`src/soc_settings.svh`:
```
`ifndef SOC_SETTINGS_SVH
`define SOC_SETTINGS_SVH

// bus widths
`define SOC_ADDR_W 32
`define SOC_DATA_W 32

// sram depth in words, index wraps
`define SOC_SRAM_WORDS 256

// uart transmit register
`define SOC_UART_ADDR 32'ha000_03f8

// clint timer registers
`define SOC_MTIME_ADDR 32'ha000_0048
`define SOC_MTIMECMP_ADDR 32'ha000_0050

`endif

```
`src/axi_pkg.sv`:
```
`include "soc_settings.svh"

package axi_pkg;

    localparam int axi_strb_w = `SOC_DATA_W / 8;

    typedef enum logic [1:0] {
        RESP_OKAY   = 2'b00,
        RESP_SLVERR = 2'b10
    } axi_resp_t;

    // crossbar routing target
    typedef enum logic [1:0] {
        SEL_SRAM,
        SEL_UART,
        SEL_CLINT
    } slave_sel_t;

    // byte lanes with strobe set take the new data
    function automatic logic [`SOC_DATA_W-1:0] strb_merge(
        input logic [`SOC_DATA_W-1:0] old_word,
        input logic [`SOC_DATA_W-1:0] new_word,
        input logic [axi_strb_w-1:0] strb
    );
        logic [`SOC_DATA_W-1:0] merged;
        merged = old_word;
        for (int i = 0; i < axi_strb_w; i++) begin
            if (strb[i]) begin
                merged[i*8 +: 8] = new_word[i*8 +: 8];
            end
        end
        return merged;
    endfunction

endpackage

```
`src/axi_lite_if.sv`:
```
`include "soc_settings.svh"

interface axi_lite_if;
    import axi_pkg::*;

    // read address
    logic [`SOC_ADDR_W-1:0] araddr;
    logic arvalid;
    logic arready;
    // read data
    logic [`SOC_DATA_W-1:0] rdata;
    axi_resp_t rresp;
    logic rvalid;
    logic rready;
    // write address
    logic [`SOC_ADDR_W-1:0] awaddr;
    logic awvalid;
    logic awready;
    // write data
    logic [`SOC_DATA_W-1:0] wdata;
    logic [axi_strb_w-1:0] wstrb;
    logic wvalid;
    logic wready;
    // write response
    axi_resp_t bresp;
    logic bvalid;
    logic bready;

    modport master (
        output araddr, arvalid, rready, awaddr, awvalid, wdata, wstrb, wvalid, bready,
        input arready, rdata, rresp, rvalid, awready, wready, bresp, bvalid
    );

    modport slave (
        input araddr, arvalid, rready, awaddr, awvalid, wdata, wstrb, wvalid, bready,
        output arready, rdata, rresp, rvalid, awready, wready, bresp, bvalid
    );

endinterface

```
`src/axi_xbar.sv`:
```
`include "soc_settings.svh"

module axi_xbar (
    input logic clk,
    input logic rst_n,
    axi_lite_if.slave m,
    axi_lite_if.master sram,
    axi_lite_if.master uart,
    axi_lite_if.master clint
);
    import axi_pkg::*;

    slave_sel_t ar_sel;
    slave_sel_t aw_sel;
    slave_sel_t r_sel;
    slave_sel_t b_sel;

    // anything not a device register falls through to sram
    function automatic slave_sel_t decode(input logic [`SOC_ADDR_W-1:0] addr);
        if (addr == `SOC_UART_ADDR) begin
            return SEL_UART;
        end
        if (addr == `SOC_MTIME_ADDR || addr == `SOC_MTIMECMP_ADDR) begin
            return SEL_CLINT;
        end
        return SEL_SRAM;
    endfunction

    assign ar_sel = decode(m.araddr);
    assign aw_sel = decode(m.awaddr);

    // read requests, idle slaves get zeros
    assign sram.araddr   = (ar_sel == SEL_SRAM) ? m.araddr : '0;
    assign uart.araddr   = (ar_sel == SEL_UART) ? m.araddr : '0;
    assign clint.araddr  = (ar_sel == SEL_CLINT) ? m.araddr : '0;
    assign sram.arvalid  = (ar_sel == SEL_SRAM) && m.arvalid;
    assign uart.arvalid  = (ar_sel == SEL_UART) && m.arvalid;
    assign clint.arvalid = (ar_sel == SEL_CLINT) && m.arvalid;
    assign sram.rready   = (r_sel == SEL_SRAM) && m.rready;
    assign uart.rready   = (r_sel == SEL_UART) && m.rready;
    assign clint.rready  = (r_sel == SEL_CLINT) && m.rready;

    // write requests
    assign sram.awaddr   = (aw_sel == SEL_SRAM) ? m.awaddr : '0;
    assign uart.awaddr   = (aw_sel == SEL_UART) ? m.awaddr : '0;
    assign clint.awaddr  = (aw_sel == SEL_CLINT) ? m.awaddr : '0;
    assign sram.awvalid  = (aw_sel == SEL_SRAM) && m.awvalid;
    assign uart.awvalid  = (aw_sel == SEL_UART) && m.awvalid;
    assign clint.awvalid = (aw_sel == SEL_CLINT) && m.awvalid;
    assign sram.wdata    = (aw_sel == SEL_SRAM) ? m.wdata : '0;
    assign uart.wdata    = (aw_sel == SEL_UART) ? m.wdata : '0;
    assign clint.wdata   = (aw_sel == SEL_CLINT) ? m.wdata : '0;
    assign sram.wstrb    = (aw_sel == SEL_SRAM) ? m.wstrb : '0;
    assign uart.wstrb    = (aw_sel == SEL_UART) ? m.wstrb : '0;
    assign clint.wstrb   = (aw_sel == SEL_CLINT) ? m.wstrb : '0;
    assign sram.wvalid   = (aw_sel == SEL_SRAM) && m.wvalid;
    assign uart.wvalid   = (aw_sel == SEL_UART) && m.wvalid;
    assign clint.wvalid  = (aw_sel == SEL_CLINT) && m.wvalid;
    assign sram.bready   = (b_sel == SEL_SRAM) && m.bready;
    assign uart.bready   = (b_sel == SEL_UART) && m.bready;
    assign clint.bready  = (b_sel == SEL_CLINT) && m.bready;

    // address readies follow the live decode
    assign m.arready = (ar_sel == SEL_UART)  ? uart.arready :
                       (ar_sel == SEL_CLINT) ? clint.arready : sram.arready;
    assign m.awready = (aw_sel == SEL_UART)  ? uart.awready :
                       (aw_sel == SEL_CLINT) ? clint.awready : sram.awready;
    assign m.wready  = (aw_sel == SEL_UART)  ? uart.wready :
                       (aw_sel == SEL_CLINT) ? clint.wready : sram.wready;

    // responses follow the captured route
    assign m.rdata  = (r_sel == SEL_UART)  ? uart.rdata :
                      (r_sel == SEL_CLINT) ? clint.rdata : sram.rdata;
    assign m.rresp  = (r_sel == SEL_UART)  ? uart.rresp :
                      (r_sel == SEL_CLINT) ? clint.rresp : sram.rresp;
    assign m.rvalid = (r_sel == SEL_UART)  ? uart.rvalid :
                      (r_sel == SEL_CLINT) ? clint.rvalid : sram.rvalid;
    assign m.bresp  = (b_sel == SEL_UART)  ? uart.bresp :
                      (b_sel == SEL_CLINT) ? clint.bresp : sram.bresp;
    assign m.bvalid = (b_sel == SEL_UART)  ? uart.bvalid :
                      (b_sel == SEL_CLINT) ? clint.bvalid : sram.bvalid;

    always_ff @(posedge clk) begin
        if (!rst_n) begin
            r_sel <= SEL_SRAM;
            b_sel <= SEL_SRAM;
        end else begin
            if (m.arvalid && m.arready) begin
                r_sel <= ar_sel;
            end
            if (m.awvalid && m.awready) begin
                b_sel <= aw_sel;
            end
        end
    end

endmodule

```
`src/flat_wrapper.sv`:
```
// flat-port wrapper written by rule: the top's interface ports become plain ports
module axi_xbar_flat import axi_pkg::*;
  (clk, rst_n, m_araddr, m_arvalid, m_rready, m_awaddr, m_awvalid, m_wdata, m_wstrb, m_wvalid, m_bready, m_arready, m_rdata, m_rresp, m_rvalid, m_awready, m_wready, m_bresp, m_bvalid, sram_araddr, sram_arvalid, sram_rready, sram_awaddr, sram_awvalid, sram_wdata, sram_wstrb, sram_wvalid, sram_bready, sram_arready, sram_rdata, sram_rresp, sram_rvalid, sram_awready, sram_wready, sram_bresp, sram_bvalid, uart_araddr, uart_arvalid, uart_rready, uart_awaddr, uart_awvalid, uart_wdata, uart_wstrb, uart_wvalid, uart_bready, uart_arready, uart_rdata, uart_rresp, uart_rvalid, uart_awready, uart_wready, uart_bresp, uart_bvalid, clint_araddr, clint_arvalid, clint_rready, clint_awaddr, clint_awvalid, clint_wdata, clint_wstrb, clint_wvalid, clint_bready, clint_arready, clint_rdata, clint_rresp, clint_rvalid, clint_awready, clint_wready, clint_bresp, clint_bvalid);
  axi_lite_if m_i ();
  axi_lite_if sram_i ();
  axi_lite_if uart_i ();
  axi_lite_if clint_i ();
  input logic clk;
  input logic rst_n;
  input wire logic [$bits(m_i.araddr)-1:0] m_araddr;
  input wire logic [$bits(m_i.arvalid)-1:0] m_arvalid;
  input wire logic [$bits(m_i.rready)-1:0] m_rready;
  input wire logic [$bits(m_i.awaddr)-1:0] m_awaddr;
  input wire logic [$bits(m_i.awvalid)-1:0] m_awvalid;
  input wire logic [$bits(m_i.wdata)-1:0] m_wdata;
  input wire logic [$bits(m_i.wstrb)-1:0] m_wstrb;
  input wire logic [$bits(m_i.wvalid)-1:0] m_wvalid;
  input wire logic [$bits(m_i.bready)-1:0] m_bready;
  output wire logic [$bits(m_i.arready)-1:0] m_arready;
  output wire logic [$bits(m_i.rdata)-1:0] m_rdata;
  output wire logic [$bits(m_i.rresp)-1:0] m_rresp;
  output wire logic [$bits(m_i.rvalid)-1:0] m_rvalid;
  output wire logic [$bits(m_i.awready)-1:0] m_awready;
  output wire logic [$bits(m_i.wready)-1:0] m_wready;
  output wire logic [$bits(m_i.bresp)-1:0] m_bresp;
  output wire logic [$bits(m_i.bvalid)-1:0] m_bvalid;
  output wire logic [$bits(sram_i.araddr)-1:0] sram_araddr;
  output wire logic [$bits(sram_i.arvalid)-1:0] sram_arvalid;
  output wire logic [$bits(sram_i.rready)-1:0] sram_rready;
  output wire logic [$bits(sram_i.awaddr)-1:0] sram_awaddr;
  output wire logic [$bits(sram_i.awvalid)-1:0] sram_awvalid;
  output wire logic [$bits(sram_i.wdata)-1:0] sram_wdata;
  output wire logic [$bits(sram_i.wstrb)-1:0] sram_wstrb;
  output wire logic [$bits(sram_i.wvalid)-1:0] sram_wvalid;
  output wire logic [$bits(sram_i.bready)-1:0] sram_bready;
  input wire logic [$bits(sram_i.arready)-1:0] sram_arready;
  input wire logic [$bits(sram_i.rdata)-1:0] sram_rdata;
  input wire logic [$bits(sram_i.rresp)-1:0] sram_rresp;
  input wire logic [$bits(sram_i.rvalid)-1:0] sram_rvalid;
  input wire logic [$bits(sram_i.awready)-1:0] sram_awready;
  input wire logic [$bits(sram_i.wready)-1:0] sram_wready;
  input wire logic [$bits(sram_i.bresp)-1:0] sram_bresp;
  input wire logic [$bits(sram_i.bvalid)-1:0] sram_bvalid;
  output wire logic [$bits(uart_i.araddr)-1:0] uart_araddr;
  output wire logic [$bits(uart_i.arvalid)-1:0] uart_arvalid;
  output wire logic [$bits(uart_i.rready)-1:0] uart_rready;
  output wire logic [$bits(uart_i.awaddr)-1:0] uart_awaddr;
  output wire logic [$bits(uart_i.awvalid)-1:0] uart_awvalid;
  output wire logic [$bits(uart_i.wdata)-1:0] uart_wdata;
  output wire logic [$bits(uart_i.wstrb)-1:0] uart_wstrb;
  output wire logic [$bits(uart_i.wvalid)-1:0] uart_wvalid;
  output wire logic [$bits(uart_i.bready)-1:0] uart_bready;
  input wire logic [$bits(uart_i.arready)-1:0] uart_arready;
  input wire logic [$bits(uart_i.rdata)-1:0] uart_rdata;
  input wire logic [$bits(uart_i.rresp)-1:0] uart_rresp;
  input wire logic [$bits(uart_i.rvalid)-1:0] uart_rvalid;
  input wire logic [$bits(uart_i.awready)-1:0] uart_awready;
  input wire logic [$bits(uart_i.wready)-1:0] uart_wready;
  input wire logic [$bits(uart_i.bresp)-1:0] uart_bresp;
  input wire logic [$bits(uart_i.bvalid)-1:0] uart_bvalid;
  output wire logic [$bits(clint_i.araddr)-1:0] clint_araddr;
  output wire logic [$bits(clint_i.arvalid)-1:0] clint_arvalid;
  output wire logic [$bits(clint_i.rready)-1:0] clint_rready;
  output wire logic [$bits(clint_i.awaddr)-1:0] clint_awaddr;
  output wire logic [$bits(clint_i.awvalid)-1:0] clint_awvalid;
  output wire logic [$bits(clint_i.wdata)-1:0] clint_wdata;
  output wire logic [$bits(clint_i.wstrb)-1:0] clint_wstrb;
  output wire logic [$bits(clint_i.wvalid)-1:0] clint_wvalid;
  output wire logic [$bits(clint_i.bready)-1:0] clint_bready;
  input wire logic [$bits(clint_i.arready)-1:0] clint_arready;
  input wire logic [$bits(clint_i.rdata)-1:0] clint_rdata;
  input wire logic [$bits(clint_i.rresp)-1:0] clint_rresp;
  input wire logic [$bits(clint_i.rvalid)-1:0] clint_rvalid;
  input wire logic [$bits(clint_i.awready)-1:0] clint_awready;
  input wire logic [$bits(clint_i.wready)-1:0] clint_wready;
  input wire logic [$bits(clint_i.bresp)-1:0] clint_bresp;
  input wire logic [$bits(clint_i.bvalid)-1:0] clint_bvalid;
  assign m_i.araddr = m_araddr;
  assign m_i.arvalid = m_arvalid;
  assign m_i.rready = m_rready;
  assign m_i.awaddr = m_awaddr;
  assign m_i.awvalid = m_awvalid;
  assign m_i.wdata = m_wdata;
  assign m_i.wstrb = m_wstrb;
  assign m_i.wvalid = m_wvalid;
  assign m_i.bready = m_bready;
  assign m_arready = m_i.arready;
  assign m_rdata = m_i.rdata;
  assign m_rresp = m_i.rresp;
  assign m_rvalid = m_i.rvalid;
  assign m_awready = m_i.awready;
  assign m_wready = m_i.wready;
  assign m_bresp = m_i.bresp;
  assign m_bvalid = m_i.bvalid;
  assign sram_araddr = sram_i.araddr;
  assign sram_arvalid = sram_i.arvalid;
  assign sram_rready = sram_i.rready;
  assign sram_awaddr = sram_i.awaddr;
  assign sram_awvalid = sram_i.awvalid;
  assign sram_wdata = sram_i.wdata;
  assign sram_wstrb = sram_i.wstrb;
  assign sram_wvalid = sram_i.wvalid;
  assign sram_bready = sram_i.bready;
  assign sram_i.arready = sram_arready;
  assign sram_i.rdata = sram_rdata;
  assign sram_i.rresp = sram_rresp;
  assign sram_i.rvalid = sram_rvalid;
  assign sram_i.awready = sram_awready;
  assign sram_i.wready = sram_wready;
  assign sram_i.bresp = sram_bresp;
  assign sram_i.bvalid = sram_bvalid;
  assign uart_araddr = uart_i.araddr;
  assign uart_arvalid = uart_i.arvalid;
  assign uart_rready = uart_i.rready;
  assign uart_awaddr = uart_i.awaddr;
  assign uart_awvalid = uart_i.awvalid;
  assign uart_wdata = uart_i.wdata;
  assign uart_wstrb = uart_i.wstrb;
  assign uart_wvalid = uart_i.wvalid;
  assign uart_bready = uart_i.bready;
  assign uart_i.arready = uart_arready;
  assign uart_i.rdata = uart_rdata;
  assign uart_i.rresp = uart_rresp;
  assign uart_i.rvalid = uart_rvalid;
  assign uart_i.awready = uart_awready;
  assign uart_i.wready = uart_wready;
  assign uart_i.bresp = uart_bresp;
  assign uart_i.bvalid = uart_bvalid;
  assign clint_araddr = clint_i.araddr;
  assign clint_arvalid = clint_i.arvalid;
  assign clint_rready = clint_i.rready;
  assign clint_awaddr = clint_i.awaddr;
  assign clint_awvalid = clint_i.awvalid;
  assign clint_wdata = clint_i.wdata;
  assign clint_wstrb = clint_i.wstrb;
  assign clint_wvalid = clint_i.wvalid;
  assign clint_bready = clint_i.bready;
  assign clint_i.arready = clint_arready;
  assign clint_i.rdata = clint_rdata;
  assign clint_i.rresp = clint_rresp;
  assign clint_i.rvalid = clint_rvalid;
  assign clint_i.awready = clint_awready;
  assign clint_i.wready = clint_wready;
  assign clint_i.bresp = clint_bresp;
  assign clint_i.bvalid = clint_bvalid;
  axi_xbar u_core (.clk(clk), .rst_n(rst_n), .m(m_i), .sram(sram_i), .uart(uart_i), .clint(clint_i));
endmodule
```
`config.mk`:
```
export PLATFORM = sky130hd
export DESIGN_NAME = axi_xbar_flat
export DESIGN_NICKNAME = d
export VERILOG_FILES = /design/src/axi_pkg.sv /design/src/axi_lite_if.sv /design/src/axi_xbar.sv /design/src/flat_wrapper.sv
export VERILOG_INCLUDE_DIRS = /design/src
export SDC_FILE = /design/constraint.sdc
export NUM_CORES = 1
export LEC_CHECK = 0
export BUFFER_PORTS_ARGS = -buffer_cell sky130_fd_sc_hd__buf_2
export CORE_AREA = 2 2 231 233
export DETAILED_ROUTE_END_ITERATION = 10
export DIE_AREA = 0 0 233 235
export GPL_TIMING_DRIVEN = 0
export PLACE_DENSITY_LB_ADDON = 0.12
export SLEW_MARGIN = 20
export SYNTH_ARGS = -nofsm -noshare
export SYNTH_HDL_FRONTEND = slang
export SYNTH_SLANG_ARGS = --single-unit
```
`constraint.sdc`:
```
create_clock -name clk -period 3.1 [get_ports clk]
set_clock_uncertainty 0.2 [all_clocks]
set_input_delay 0 -clock clk [delete_from_list [all_inputs] [get_ports clk]]
set_output_delay 0 -clock clk [all_outputs]
set_load 0.02 [all_outputs]
```
## Word level (Yosys, flattened, before mapping)

Index checks and enable logic that the tools add are counted.

| cells by class | value |
|---|---|
| equality and inequality tests | 14 |
| mux-type cells | 42 |
| reductions and logical operators | 23 |

Operator list:

| operator | count |
|---|---|
| $mux W32 | 11 |
| $eq A32 B32 Y1 const B | 6 |
| $mux W2 | 12 |
| $logic_and A1 B1 Y1 | 17 |
| $mux W1 | 16 |
| $mux W4 | 3 |
| $eq A2 B1 Y1 const B | 4 |
| $eq A2 B2 Y1 const B | 4 |
| $logic_not A2 Y1 | 4 |
| $logic_or A1 B1 Y1 | 2 |

| storage, ports and cells | value |
|---|---|
| register bits | 4 |
| input bits | 230 |
| output and inout bits | 356 |
| logic and storage cells | 81 |

## Depth between registers and ports, before layout

Gate-level depths: netlist of the first run.

| logic depth | value |
|---|---|
| depth in word-level cells | 10 |
| depth in mapped cells | 7 |

## Worst setup path before layout of the first run

Ideal clock, no wire load.

| timing path | value |
|---|---|
| kind | in2out |
| start point | in m_araddr[5] |
| end point | out clint_araddr[3] |
| arrival time | 1.794 ns |
| slack | 1.106 ns |
| stages | 4 |
| buffers on the path | 0 |
| path through | or4_1 -> or2_2 -> nor3_1 -> and2_1 |

| between the ends | value |
|---|---|
| word-level cells in the longest chain between the ends | 8 |
| elaborated cells on any way between the ends | 12 |

RTL lines:

| element | line | text |
|---|---|---|
| start, declared | flat_wrapper.sv:10 | `input wire logic [$bits(m_i.araddr)-1:0] m_araddr;` |
| $eq A32 B32 Y1 (no source line) | - |  |
| $logic_or A1 B1 Y1 (no source line) | - |  |
| $mux W1 (2 in series) | axi_xbar.sv:23 | `` if (addr == `SOC_MTIME_ADDR \|\| addr == `SOC_MTIMECMP_ADDR) begin `` |
| $mux W2 | axi_xbar.sv:26 | `return SEL_SRAM;` |
| $mux W2 * | axi_xbar.sv:23 |  |
| $eq A2 B2 Y1 * | axi_xbar.sv:35 | `assign clint.araddr = (ar_sel == SEL_CLINT) ? m.araddr : '0;` |
| $mux W32 * | axi_xbar.sv:35 |  |
| end, declared | flat_wrapper.sv:61 | `output wire logic [$bits(clint_i.araddr)-1:0] clint_araddr;` |

Mark *: on every way between the ends. The rest lies on a longest branch, timed or not. The select of a mux whose other input is x is not followed.

## Worst setup path in the final report of the first run

| timing path | value |
|---|---|
| start point | reg u_core.r_sel[1] |
| end point | out m_rdata[19] |

| between the ends | value |
|---|---|
| word-level cells in the longest chain between the ends | 3 |
| elaborated cells on any way between the ends | 4 |

RTL lines:

| element | line | text |
|---|---|---|
| start, declared | axi_xbar.sv:15 | `slave_sel_t r_sel;` |
| start signal, assigned | axi_xbar.sv:89 | `r_sel <= ar_sel;` |
| $eq A2 B2 Y1 | axi_xbar.sv:73 | `(r_sel == SEL_CLINT) ? clint.rdata : sram.rdata;` |
| $mux W32 | axi_xbar.sv:73 |  |
| $mux W32 * | axi_xbar.sv:72 | `assign m.rdata = (r_sel == SEL_UART) ? uart.rdata :` |
| end, declared | flat_wrapper.sv:20 | `output wire logic [$bits(m_i.rdata)-1:0] m_rdata;` |

Mark *: on every way between the ends. The rest lies on a longest branch, timed or not.

==> results.toml, run 1 <==
[detailed_routing]
route.antenna.remaining_nets = 0
drt_first_iter_violations = 89
detail_route.first_pass.iterations = 4
drt_drc_violations_left = 0
post_drt_wl_per_cell_um = 15.65
via_count = 5824
routed_wirelength_um = 29090
via_density_per_instance = 3.135

[synthesis]
yosysSeqAreaShare = 0.02133
ys_ff_latch = 4
ys_warns = 0
netlist_area_um2 = 3754
synth_cell_types = 39
ys_dominant_reg_cell = "sky130_fd_sc_hd__dfxtp_1"
synthCells = 582
synth-edff-count = 0
post_synth.cell_area_avg_um2 = 6.449
ys_async_sr_fraction = 0

[grt]
grt_max_degree = 11
grt_first_pass_wirelength_um = 40010
first_global_vias = 5781
initial_antenna_violation_count = 5
grt.overflow.total = 0
grtUsageTotal = 0.09965

[clocking]
cts.clk_slew.worst_paths_ps = 30
clock_buffers_created_by_tritoncts = 3
tritoncts_clock_tree = "yes"
ctsHtreeMaxLevel = 1
max-clock-path-buffers = 2
cts_sinks = 4
insertion_delay_ps = 230
post_cts_buffers = 0
cts_root_buf = "sky130_fd_sc_hd__clkbuf_16"

[pwr]
share_clk_of_total_power = 0.204
sequentialPowerShare = 0.050
total_power_w = 0.001035
total_leakage_power_nw = 3.966
power.switching_fraction = 0.4713
p_int_w = 0.0005473
peakVddDrop_mv = 0.1119
share_comb_of_total_power = 0.746
p_per_area_nw_per_um2 = 138.2
netSwitchingPower_w = 0.0004879

[placement]
dpl-instance-area_um2 = 7408
dp_slack_ps = 133.5
hpwl_um = 26440
finalWeightedCongestion = 0.7896
placement.io_buffers = 484

[timing]
final_min_period_over_clock_period = 0.9125
finalSetupViolCount = 0
min_period_ps = 2829
setup_ws_ps = 271.2
finalSetupTns_ps = 0
rsz_0062_raised_after_global_routing = "no"
final-hold-violation-count = 0
final_hold_slack_ps = 39.55
slew_headroom = 0.4709
slew_violations = 0
tightest_slew_ps = 793.7
max_freq_mhz = 353.5

[run_status]
status = "completed"

[setup_path]
worstPathMaxFanout = 10
worst-endpoint-required_ps = 2900
timing.critical_path.mode_cell = "sky130_fd_sc_hd__clkbuf_1"
worstPathCellList = "clkbuf_1 -> clkbuf_2 -> clkbuf_1 -> a211oi_1 -> a21oi_1 -> buf_2"
crit_buf_inv = 4
worst-endpoint-arrival_ps = 2630
critPathCaptureType = "output port"
kind_of_cell_adding_the_most_delay_to_the_critical_path = "buffers and inverters"
cpMaxStageDelayCell = "sky130_fd_sc_hd__clkbuf_1"
sort_of_element_at_the_start_of_the_critical_path = "register"
max_stage_delay_ps = 560
timing_worst_setup_path_type = "reg2out"

[layout]
drive_above_1_share = 0.5214
multi_input_comb_area_um2 = 2925
seq_area_um2 = 80.08
nFillCells = 6150
area_growth_pct = 99.60
finalNetCount = 1400
design_area_um2 = 7492

[floorplanning]
row_count = 84
die_w_um = 233
ios = 586
floorplan.initialDensity = 0.07186
core_outline_area_um2 = 52240
fp.dieArea_um2 = 54760
die_height_um = 235

[job]
maxCapViolCount = 0

[hold_path]
hp-class = "in2reg"
-- cells by family after synthesis --
family                    synth area share
other                            0.0009990
DFF                                0.02133
muxes                               0.1120
buffers and inverters               0.2983
xor gates and xnor gates          0.004668
AOI/OAI and AO/OA                   0.1543
and+or+nand+nor                     0.4083
-- sequential cells by signal, indices dropped and copies added (netlist names) --
register and cells:
u_core.r_sel 2, u_core.b_sel 2
-- layer usage --
layer / global-route usage / vias up / wire length [um]
met1: 0.09913 / 2574 / 10530
met3: 0.02791 / 22 / 2424
li1: - / 2896 / -
met4: 0.01949 / 6 / 470
met2: 0.2011 / 326 / 15610
met5: 0 / - / 49
-- worst paths after layout --
check	start	end	slack (ps)	cells after the start
hold reg to reg	u_core.b_sel[1]	u_core.b_sel[1]	700	3
hold / removal	rst_n	u_core.r_sel[1]	40	3
setup / recovery	u_core.r_sel[1]	m_rdata[19]	270	6
setup reg to reg	u_core.r_sel[1]	u_core.r_sel[1]	950	5
-- layout by cell type, fill, tap and decap left out, types with 3 or more instances in the layout --
| cell | netlist | layout |
|---|---|---|
| sky130_fd_sc_hd__buf_2 | 8 | 492 |
| sky130_fd_sc_hd__buf_4 | 100 | 100 |
| sky130_fd_sc_hd__conb_1 | 1 | 100 |
| sky130_fd_sc_hd__nor2b_1 | 90 | 90 |
| sky130_fd_sc_hd__and2_1 | 78 | 78 |
| sky130_fd_sc_hd__clkbuf_1 | 76 | 73 |
| sky130_fd_sc_hd__mux2i_1 | 42 | 42 |
| sky130_fd_sc_hd__a211oi_1 | 38 | 38 |
| sky130_fd_sc_hd__a21oi_1 | 38 | 38 |
| sky130_fd_sc_hd__nor3_1 | 29 | 29 |
| sky130_fd_sc_hd__nand2_1 | 17 | 17 |
| sky130_fd_sc_hd__nor2_1 | 7 | 7 |
| sky130_fd_sc_hd__nor4_1 | 6 | 6 |
| sky130_fd_sc_hd__nor4b_1 | 6 | 6 |
| sky130_fd_sc_hd__clkbuf_2 | 2 | 5 |
| sky130_fd_sc_hd__inv_1 | 4 | 4 |
| sky130_fd_sc_hd__dfxtp_1 | 4 | 4 |
| sky130_fd_sc_hd__and2b_1 | 3 | 3 |
| sky130_fd_sc_hd__and3b_1 | 3 | 3 |
| sky130_fd_sc_hd__a22oi_1 | 3 | 3 |
| sky130_fd_sc_hd__clkbuf_16 | 0 | 3 |
-- power groups by stage --
stage	Sequential, W	Clock, W	Combinational [W]
after global placement	0.0000525	0	0.000774
final	0.0000518	0.000211	0.000773
after detailed placement	0.0000525	0	0.000772
after global routing	0.0000517	0.000230	0.000836
after CTS	0.0000517	0.000225	0.000775
after floorplan	0.0000525	0	0.000461
-- worst reg2reg max path, delay by kind of cell, from the launching register on --
family | cells | cell delay (ps)
muxes | 1 | 120
and+or+nand+nor | 1 | 90
DFF | 1 | 290
buffers and inverters | 3 | 1380
-- repair_timing --
action,4_1_cts,5_1_grt
hold buffers,0,0
setup endpoints to repair,9,0
gates resized for setup,3,0
-- per-stage QoR --
step                      utilization  cells
after floorplan                     -    681
after global placement         0.1418   1853
after detailed placement       0.1418   1853
after CTS                      0.1433   1856
after global routing           0.1434   1857
final                          0.1434   1858
-- area by class of cell --
class	instances	share of cell area
Timing Repair Buffer	484	0.3233
Tap cell	688	0.1149
Sequential cell	4	0.01069
Multi-Input combinational cell	484	0.3904
Buffer	189	0.1480
Clock buffer	3	0.01002
Inverter	4	0.002004
Antenna cell	2	0.0006680
-- synthesized netlist by cell type (all sizes together), types with 3 or more instances --
| cell | instances | area (um^2) |
|---|---|---|
| dfxtp | 4 | 80.08 |
| nor2b | 90 | 563.0 |
| a211oi | 40 | 317.8 |
| and2 | 78 | 488.0 |
| a22oi | 3 | 22.52 |
| or2 | 4 | 27.53 |
| nor4 | 6 | 37.54 |
| and2b | 3 | 22.52 |
| clkbuf | 78 | 295.3 |
| mux2i | 42 | 420.4 |
| nand2 | 17 | 63.81 |
| nor2 | 7 | 26.28 |
| a21oi | 38 | 190.2 |
| buf | 111 | 809.5 |
| inv | 4 | 15.01 |
| and3b | 3 | 26.28 |
| nor3 | 30 | 155.1 |
| nor4b | 6 | 52.55 |
Power figures use the tool's default switching activity.
==> run 2, diff against run 1 <==
--- a/config.mk
+++ b/config.mk
@@ -7,9 +7,11 @@
 export NUM_CORES = 1
 export LEC_CHECK = 0
 export BUFFER_PORTS_ARGS = -buffer_cell sky130_fd_sc_hd__buf_2
-export CORE_AREA = 2 2 231 233
+export CELL_PAD_IN_SITES_DETAIL_PLACEMENT = 0
+export CELL_PAD_IN_SITES_GLOBAL_PLACEMENT = 1
+export CORE_AREA = 2 2 228 230
 export DETAILED_ROUTE_END_ITERATION = 10
-export DIE_AREA = 0 0 233 235
+export DIE_AREA = 0 0 230 232
 export GPL_TIMING_DRIVEN = 0
 export PLACE_DENSITY_LB_ADDON = 0.12
 export SLEW_MARGIN = 20
==> results.toml, run 2 (synthesis results as in run 1) <==
[floorplanning]
die_height_um = 232
floorplan.initialDensity = 0.07376
core_outline_area_um2 = 50890
ios = 586
row_count = 83
fp.dieArea_um2 = 53360
die_w_um = 230

[layout]
most-common-layout-cells = "sky130_fd_sc_hd__buf_2 (492), sky130_fd_sc_hd__buf_4 (100), sky130_fd_sc_hd__conb_1 (100)"
drive_above_1_share = 0.5197
final_util = 0.1469
total_inserted_antenna_cells = 0
layout_top_registers = "u_core.b_sel: 2 flops, u_core.r_sel: 2 flops"
layout_commonest_cell = "sky130_fd_sc_hd__buf_2"
finalNetCount = 1400
area_growth_pct = 99.13

[timing]
final-hold-violation-count = 0
slew_violations = 0
final_min_period_over_clock_period = 0.9176
finalSetupTns_ps = 0
rsz_0062_raised_after_global_routing = "no"
slew_headroom = 0.4520
finalSetupViolCount = 0
max_freq_mhz = 351.5
tightest_slew_ps = 822.0
min_period_ps = 2845
final_hold_slack_ps = 29.84

[setup_path]
r2r_start = "u_core.r_sel[1]"
timing.reg2reg.worst_path_depth = 5
worstPathMaxFanout = 10
timing_worst_setup_path_type = "reg2out"
sort_of_element_at_the_start_of_the_critical_path = "register"
worst-endpoint-arrival_ps = 2640
setup.reg_to_reg.worst_slack_ps = 850
timing.rr.end = "u_core.r_sel[1]"
worst-endpoint-required_ps = 2900
critPathCaptureType = "output port"

[placement]
placement.io_buffers = 484
hpwl_um = 26510
finalWeightedCongestion = 0.7685

[hold_path]
worstHoldEndpoint = "u_core.r_sel[1]"
hold_depth = 3
hp-class = "in2reg"
hold_path.startpoint = "rst_n"

[run_status]
status = "completed"

[clocking]
post_cts_buffers = 0
ctsHtreeMaxLevel = 1
cts_sinks = 4
tritoncts_clock_tree = "yes"
clock_buffers_created_by_tritoncts = 3
cts_hold_buf = 0
insertion_delay_ps = 230
max-clock-path-buffers = 2
cts_resized = 1
cts.clk_slew.worst_paths_ps = 30
cts_root_buf = "sky130_fd_sc_hd__clkbuf_16"

[detailed_routing]
routed_wirelength_um = 29310
via_count = 5782
drt_first_iter_violations = 69
via_density_per_instance = 3.129
drt_drc_violations_left = 0
post_drt_wl_per_cell_um = 15.86
detail_route.first_pass.iterations = 4
route.antenna.remaining_nets = 0

[grt]
first_global_vias = 5725
grtUsageTotal = 0.1012
grt.overflow.total = 0
grt_first_pass_wirelength_um = 40200
grt_max_degree = 11
initial_antenna_violation_count = 3

[pwr]
peakVddDrop_mv = 0.09117
total_leakage_power_nw = 3.959
p_per_area_nw_per_um2 = 137.6

[job]
maxCapViolCount = 0
-- run 2: how the worst max path moves through the flow --
stage / cells past startpoint / from / to / slack [ps]
2_1_floorplan: 4 / m_araddr[5] / clint_araddr[3] / 1110
4_1_cts: 8 / m_awaddr[13] / uart_wdata[14] / 50
6_report: 6 / u_core.r_sel[1] / m_rdata[4] / 260
5_1_grt: 8 / m_awaddr[13] / uart_wdata[19] / 20
3_3_place_gp: 8 / m_awaddr[13] / uart_wdata[12] / 100
3_5_place_dp: 8 / m_awaddr[13] / uart_wdata[14] / 60
-- run 2: worst max-delay path, stage by stage, from the launching register on --
cell and delay (ps):
sky130_fd_sc_hd__dfxtp_1 290, sky130_fd_sc_hd__clkbuf_1 480, sky130_fd_sc_hd__clkbuf_1 460, sky130_fd_sc_hd__clkbuf_1 560, sky130_fd_sc_hd__a211oi_1 160, sky130_fd_sc_hd__a21oi_1 240, sky130_fd_sc_hd__buf_2 210
-- run 2: area by class of cell --
type,instances,area [um^2]
Timing Repair Buffer,484,2422
Tap cell,680,850.8
Inverter,4,15.01
Sequential cell,4,80.08
Buffer,189,1106
Clock buffer,3,75.07
Fill cell,6080,43410
Multi-Input combinational cell,484,2925
-- run 2: layer usage --
metal / share of wire / global-route usage / up-vias
met1: 0.37 / 0.1052 / 2567
met2: 0.54 / 0.2033 / 312
met4: 0.0021 / 0.002218 / 6
li1: - / - / 2889
met3: 0.088 / 0.03487 / 8
met5: 0.0016 / 0 / -
-- run 2: power breakdown --
group	switching, W	total (W)	internal, W
clock network	0.0000411	0.000206	0.000165
logic	0.000441	0.000770	0.000330
registers	0.00000000000000631	0.0000518	0.0000518
-- run 2: per-stage QoR --
step	instances	cell area [um^2]	setup WS, ps	total power (W)
floorplan	681	4125	1106	0.0005137
global placement	1845	7398	95.97	0.0008251
detailed placement	1845	7398	59.58	0.0008215
CTS	1848	7475	49.92	0.001037
global route	1848	7475	15.99	0.001105
finish	1848	7475	255.4	0.001029
==> run 3, diff against run 2 <==
--- a/config.mk
+++ b/config.mk
@@ -6,12 +6,13 @@
 export SDC_FILE = /design/constraint.sdc
 export NUM_CORES = 1
 export LEC_CHECK = 0
-export BUFFER_PORTS_ARGS = -buffer_cell sky130_fd_sc_hd__buf_2
+export CAP_MARGIN = 20
 export CELL_PAD_IN_SITES_DETAIL_PLACEMENT = 0
 export CELL_PAD_IN_SITES_GLOBAL_PLACEMENT = 1
-export CORE_AREA = 2 2 228 230
+export CORE_AREA = 2 2 225 227
 export DETAILED_ROUTE_END_ITERATION = 10
-export DIE_AREA = 0 0 230 232
+export DIE_AREA = 0 0 227 229
+export DONT_BUFFER_PORTS = 1
 export GPL_TIMING_DRIVEN = 0
 export PLACE_DENSITY_LB_ADDON = 0.12
 export SLEW_MARGIN = 20
==> constraint.sdc (replaced) <==
create_clock -name clk -period 3.1 [get_ports clk]
set_clock_uncertainty 0.2 [all_clocks]
set_input_delay 0.31 -clock clk [delete_from_list [all_inputs] [get_ports clk]]
set_output_delay 0.31 -clock clk [all_outputs]
set_load 0.02 [all_outputs]
==> results.toml, run 3 (synthesis results as in run 1) <==
[run_status]
status = "completed"

[floorplanning]
die_w_um = 227
die_height_um = 229
floorplan.initialDensity = 0.07559
row_count = 82
core_outline_area_um2 = 49660
fp.dieArea_um2 = 51980
ios = 586

[timing]
min_period_ps = 2840
finalSetupViolCount = 0
slew_headroom = 0.3389
rsz_0062_raised_after_global_routing = "no"
slew_violations = 0
tightest_slew_ps = 984.1
final-hold-violation-count = 0
final_hold_slack_ps = 255.4
final_min_period_over_clock_period = 0.9161
max_freq_mhz = 352.1

[grt]
grt_most_used_layer = "met2"
grt_first_pass_wirelength_um = 30270
initial_antenna_violation_count = 3
grt.met2_usage = 0.1688
met1_use_gr = 0.07621
grt_max_degree = 11
grtUsageTotal = 0.08214
first_global_vias = 3986
grt.overflow.total = 0
globalRouteMet3Util = 0.02604

[clocking]
cts.clk_slew.worst_paths_ps = 30
ctsHtreeMaxLevel = 1
clock_buffers_created_by_tritoncts = 3
cts_root_buf = "sky130_fd_sc_hd__clkbuf_16"
cts_sinks = 4
cts_hold_buf = 0
insertion_delay_ps = 230
tritoncts_clock_tree = "yes"
max-clock-path-buffers = 2

[setup_path]
worstPathMaxFanout = 10
max_stage_delay_ps = 430
timing.rr.end = "u_core.r_sel[1]"
setup.reg_to_reg.worst_slack_ps = 1130
sort_of_element_at_the_start_of_the_critical_path = "register"
timing.reg2reg.worst_path_depth = 5
worst-endpoint-required_ps = 2590
critPathCaptureType = "output port"
timing.critical_path.mode_cell = "sky130_fd_sc_hd__clkbuf_2"
worst-endpoint-arrival_ps = 2330
timing_worst_setup_path_type = "reg2out"
cpMaxStageDelayCell = "sky130_fd_sc_hd__a21oi_1"
worstPathCellList = "clkbuf_1 -> clkbuf_2 -> clkbuf_2 -> a211oi_1 -> a21oi_1"
r2r_start = "u_core.r_sel[1]"

[placement]
hpwl_um = 21410
dpl-instance-area_um2 = 4971
finalWeightedCongestion = 0.8060
placement.io_buffers = 0

[pwr]
p_per_area_nw_per_um2 = 150.3
total_leakage_power_nw = 1.932
peakVddDrop_mv = 0.1018

[hold_path]
hold_path.startpoint = "m_arvalid"
hp-class = "in2reg"
worstHoldEndpoint = "u_core.r_sel[1]"
hold_depth = 3

[layout]
finalNetCount = 916
drive_above_1_share = 0.1988
design_area_um2 = 5095
most-common-layout-cells = "sky130_fd_sc_hd__buf_4 (101), sky130_fd_sc_hd__conb_1 (100), sky130_fd_sc_hd__nor2b_1 (90)"
layout_commonest_cell = "sky130_fd_sc_hd__buf_4"
area_growth_pct = 35.73
final_util = 0.1026
layout_top_registers = "u_core.b_sel: 2 flops, u_core.r_sel: 2 flops"

[detailed_routing]
detail_route.first_pass.iterations = 4
via_density_per_instance = 3.080
routed_wirelength_um = 23990
via_count = 4183
route.antenna.remaining_nets = 0
drt_first_iter_violations = 96
drt_drc_violations_left = 0
post_drt_wl_per_cell_um = 17.66

[job]
maxCapViolCount = 0
-- run 3: changes by cell type in the layout (fill, tap and decap cells not counted), sizes merged --
| cell | change |
|---|---|
| clkbuf | -1 |
| buf | -483 |
| diode | +2 |
-- run 3: metrics by stage --
step	std cells	power, W	setup TNS, ps	setup slack (ps)
finish	1358	0.0007657	0	260.2
global route	1358	0.0008170	0	67.53
CTS	1356	0.0007700	0	17.66
detailed placement	1353	0.0005461	-11400	-452.1
global placement	1353	0.0005512	-12000	-535.3
floorplan	681	0.0005137	0	486.0
-- run 3: worst max-delay path by stage --
stage	from	to	slack, ps	cells after the start
2_1_floorplan	m_araddr[5]	clint_araddr[3]	490	4
3_3_place_gp	m_awaddr[1]	uart_wdata[13]	-540	6
3_5_place_dp	m_awaddr[1]	uart_wdata[13]	-450	6
4_1_cts	m_awaddr[1]	uart_wdata[13]	20	6
5_1_grt	u_core.r_sel[1]	m_rdata[29]	70	5
6_report	u_core.r_sel[1]	m_rdata[10]	260	5
-- run 3: worst max-delay path: cells and delay by family (launching register included) --
kind / cells / cell delay (ps)
buf+inv: 3 / 1150
compound gates: 2 / 640
flops: 1 / 290
-- run 3: metal layers --
metal	vias to the layer above	routed length, um
li1	1920	-
met1	1900	7826
met2	333	13140
met3	28	2514
met4	2	489
met5	-	14
-- run 3: repair_timing --
action	CTS	global route
pin swaps	0	1
buffers inserted	0	1
gates resized for setup	12	3
endpoints found under the setup margin	99	23
-- run 3: report_power, final --
part | leakage, nW | switching [W] | total [W] | internal, W
Sequential | 0.0322 | 0.00000000000000486 | 0.0000518 | 0.0000518
Combinational | 1.86 | 0.000338 | 0.000505 | 0.000167
Clock | 0.0370 | 0.0000432 | 0.000209 | 0.000165
-- run 3: area by class of cell --
class	instances	area (um^2)
Antenna cell	2	5.005
Buffer	188	1111
Clock buffer	3	75.07
Fill cell	5925	44560
Inverter	4	15.01
Multi-Input combinational cell	484	2960
Sequential cell	4	80.08
Tap cell	672	840.8
Timing Repair Buffer	1	7.507
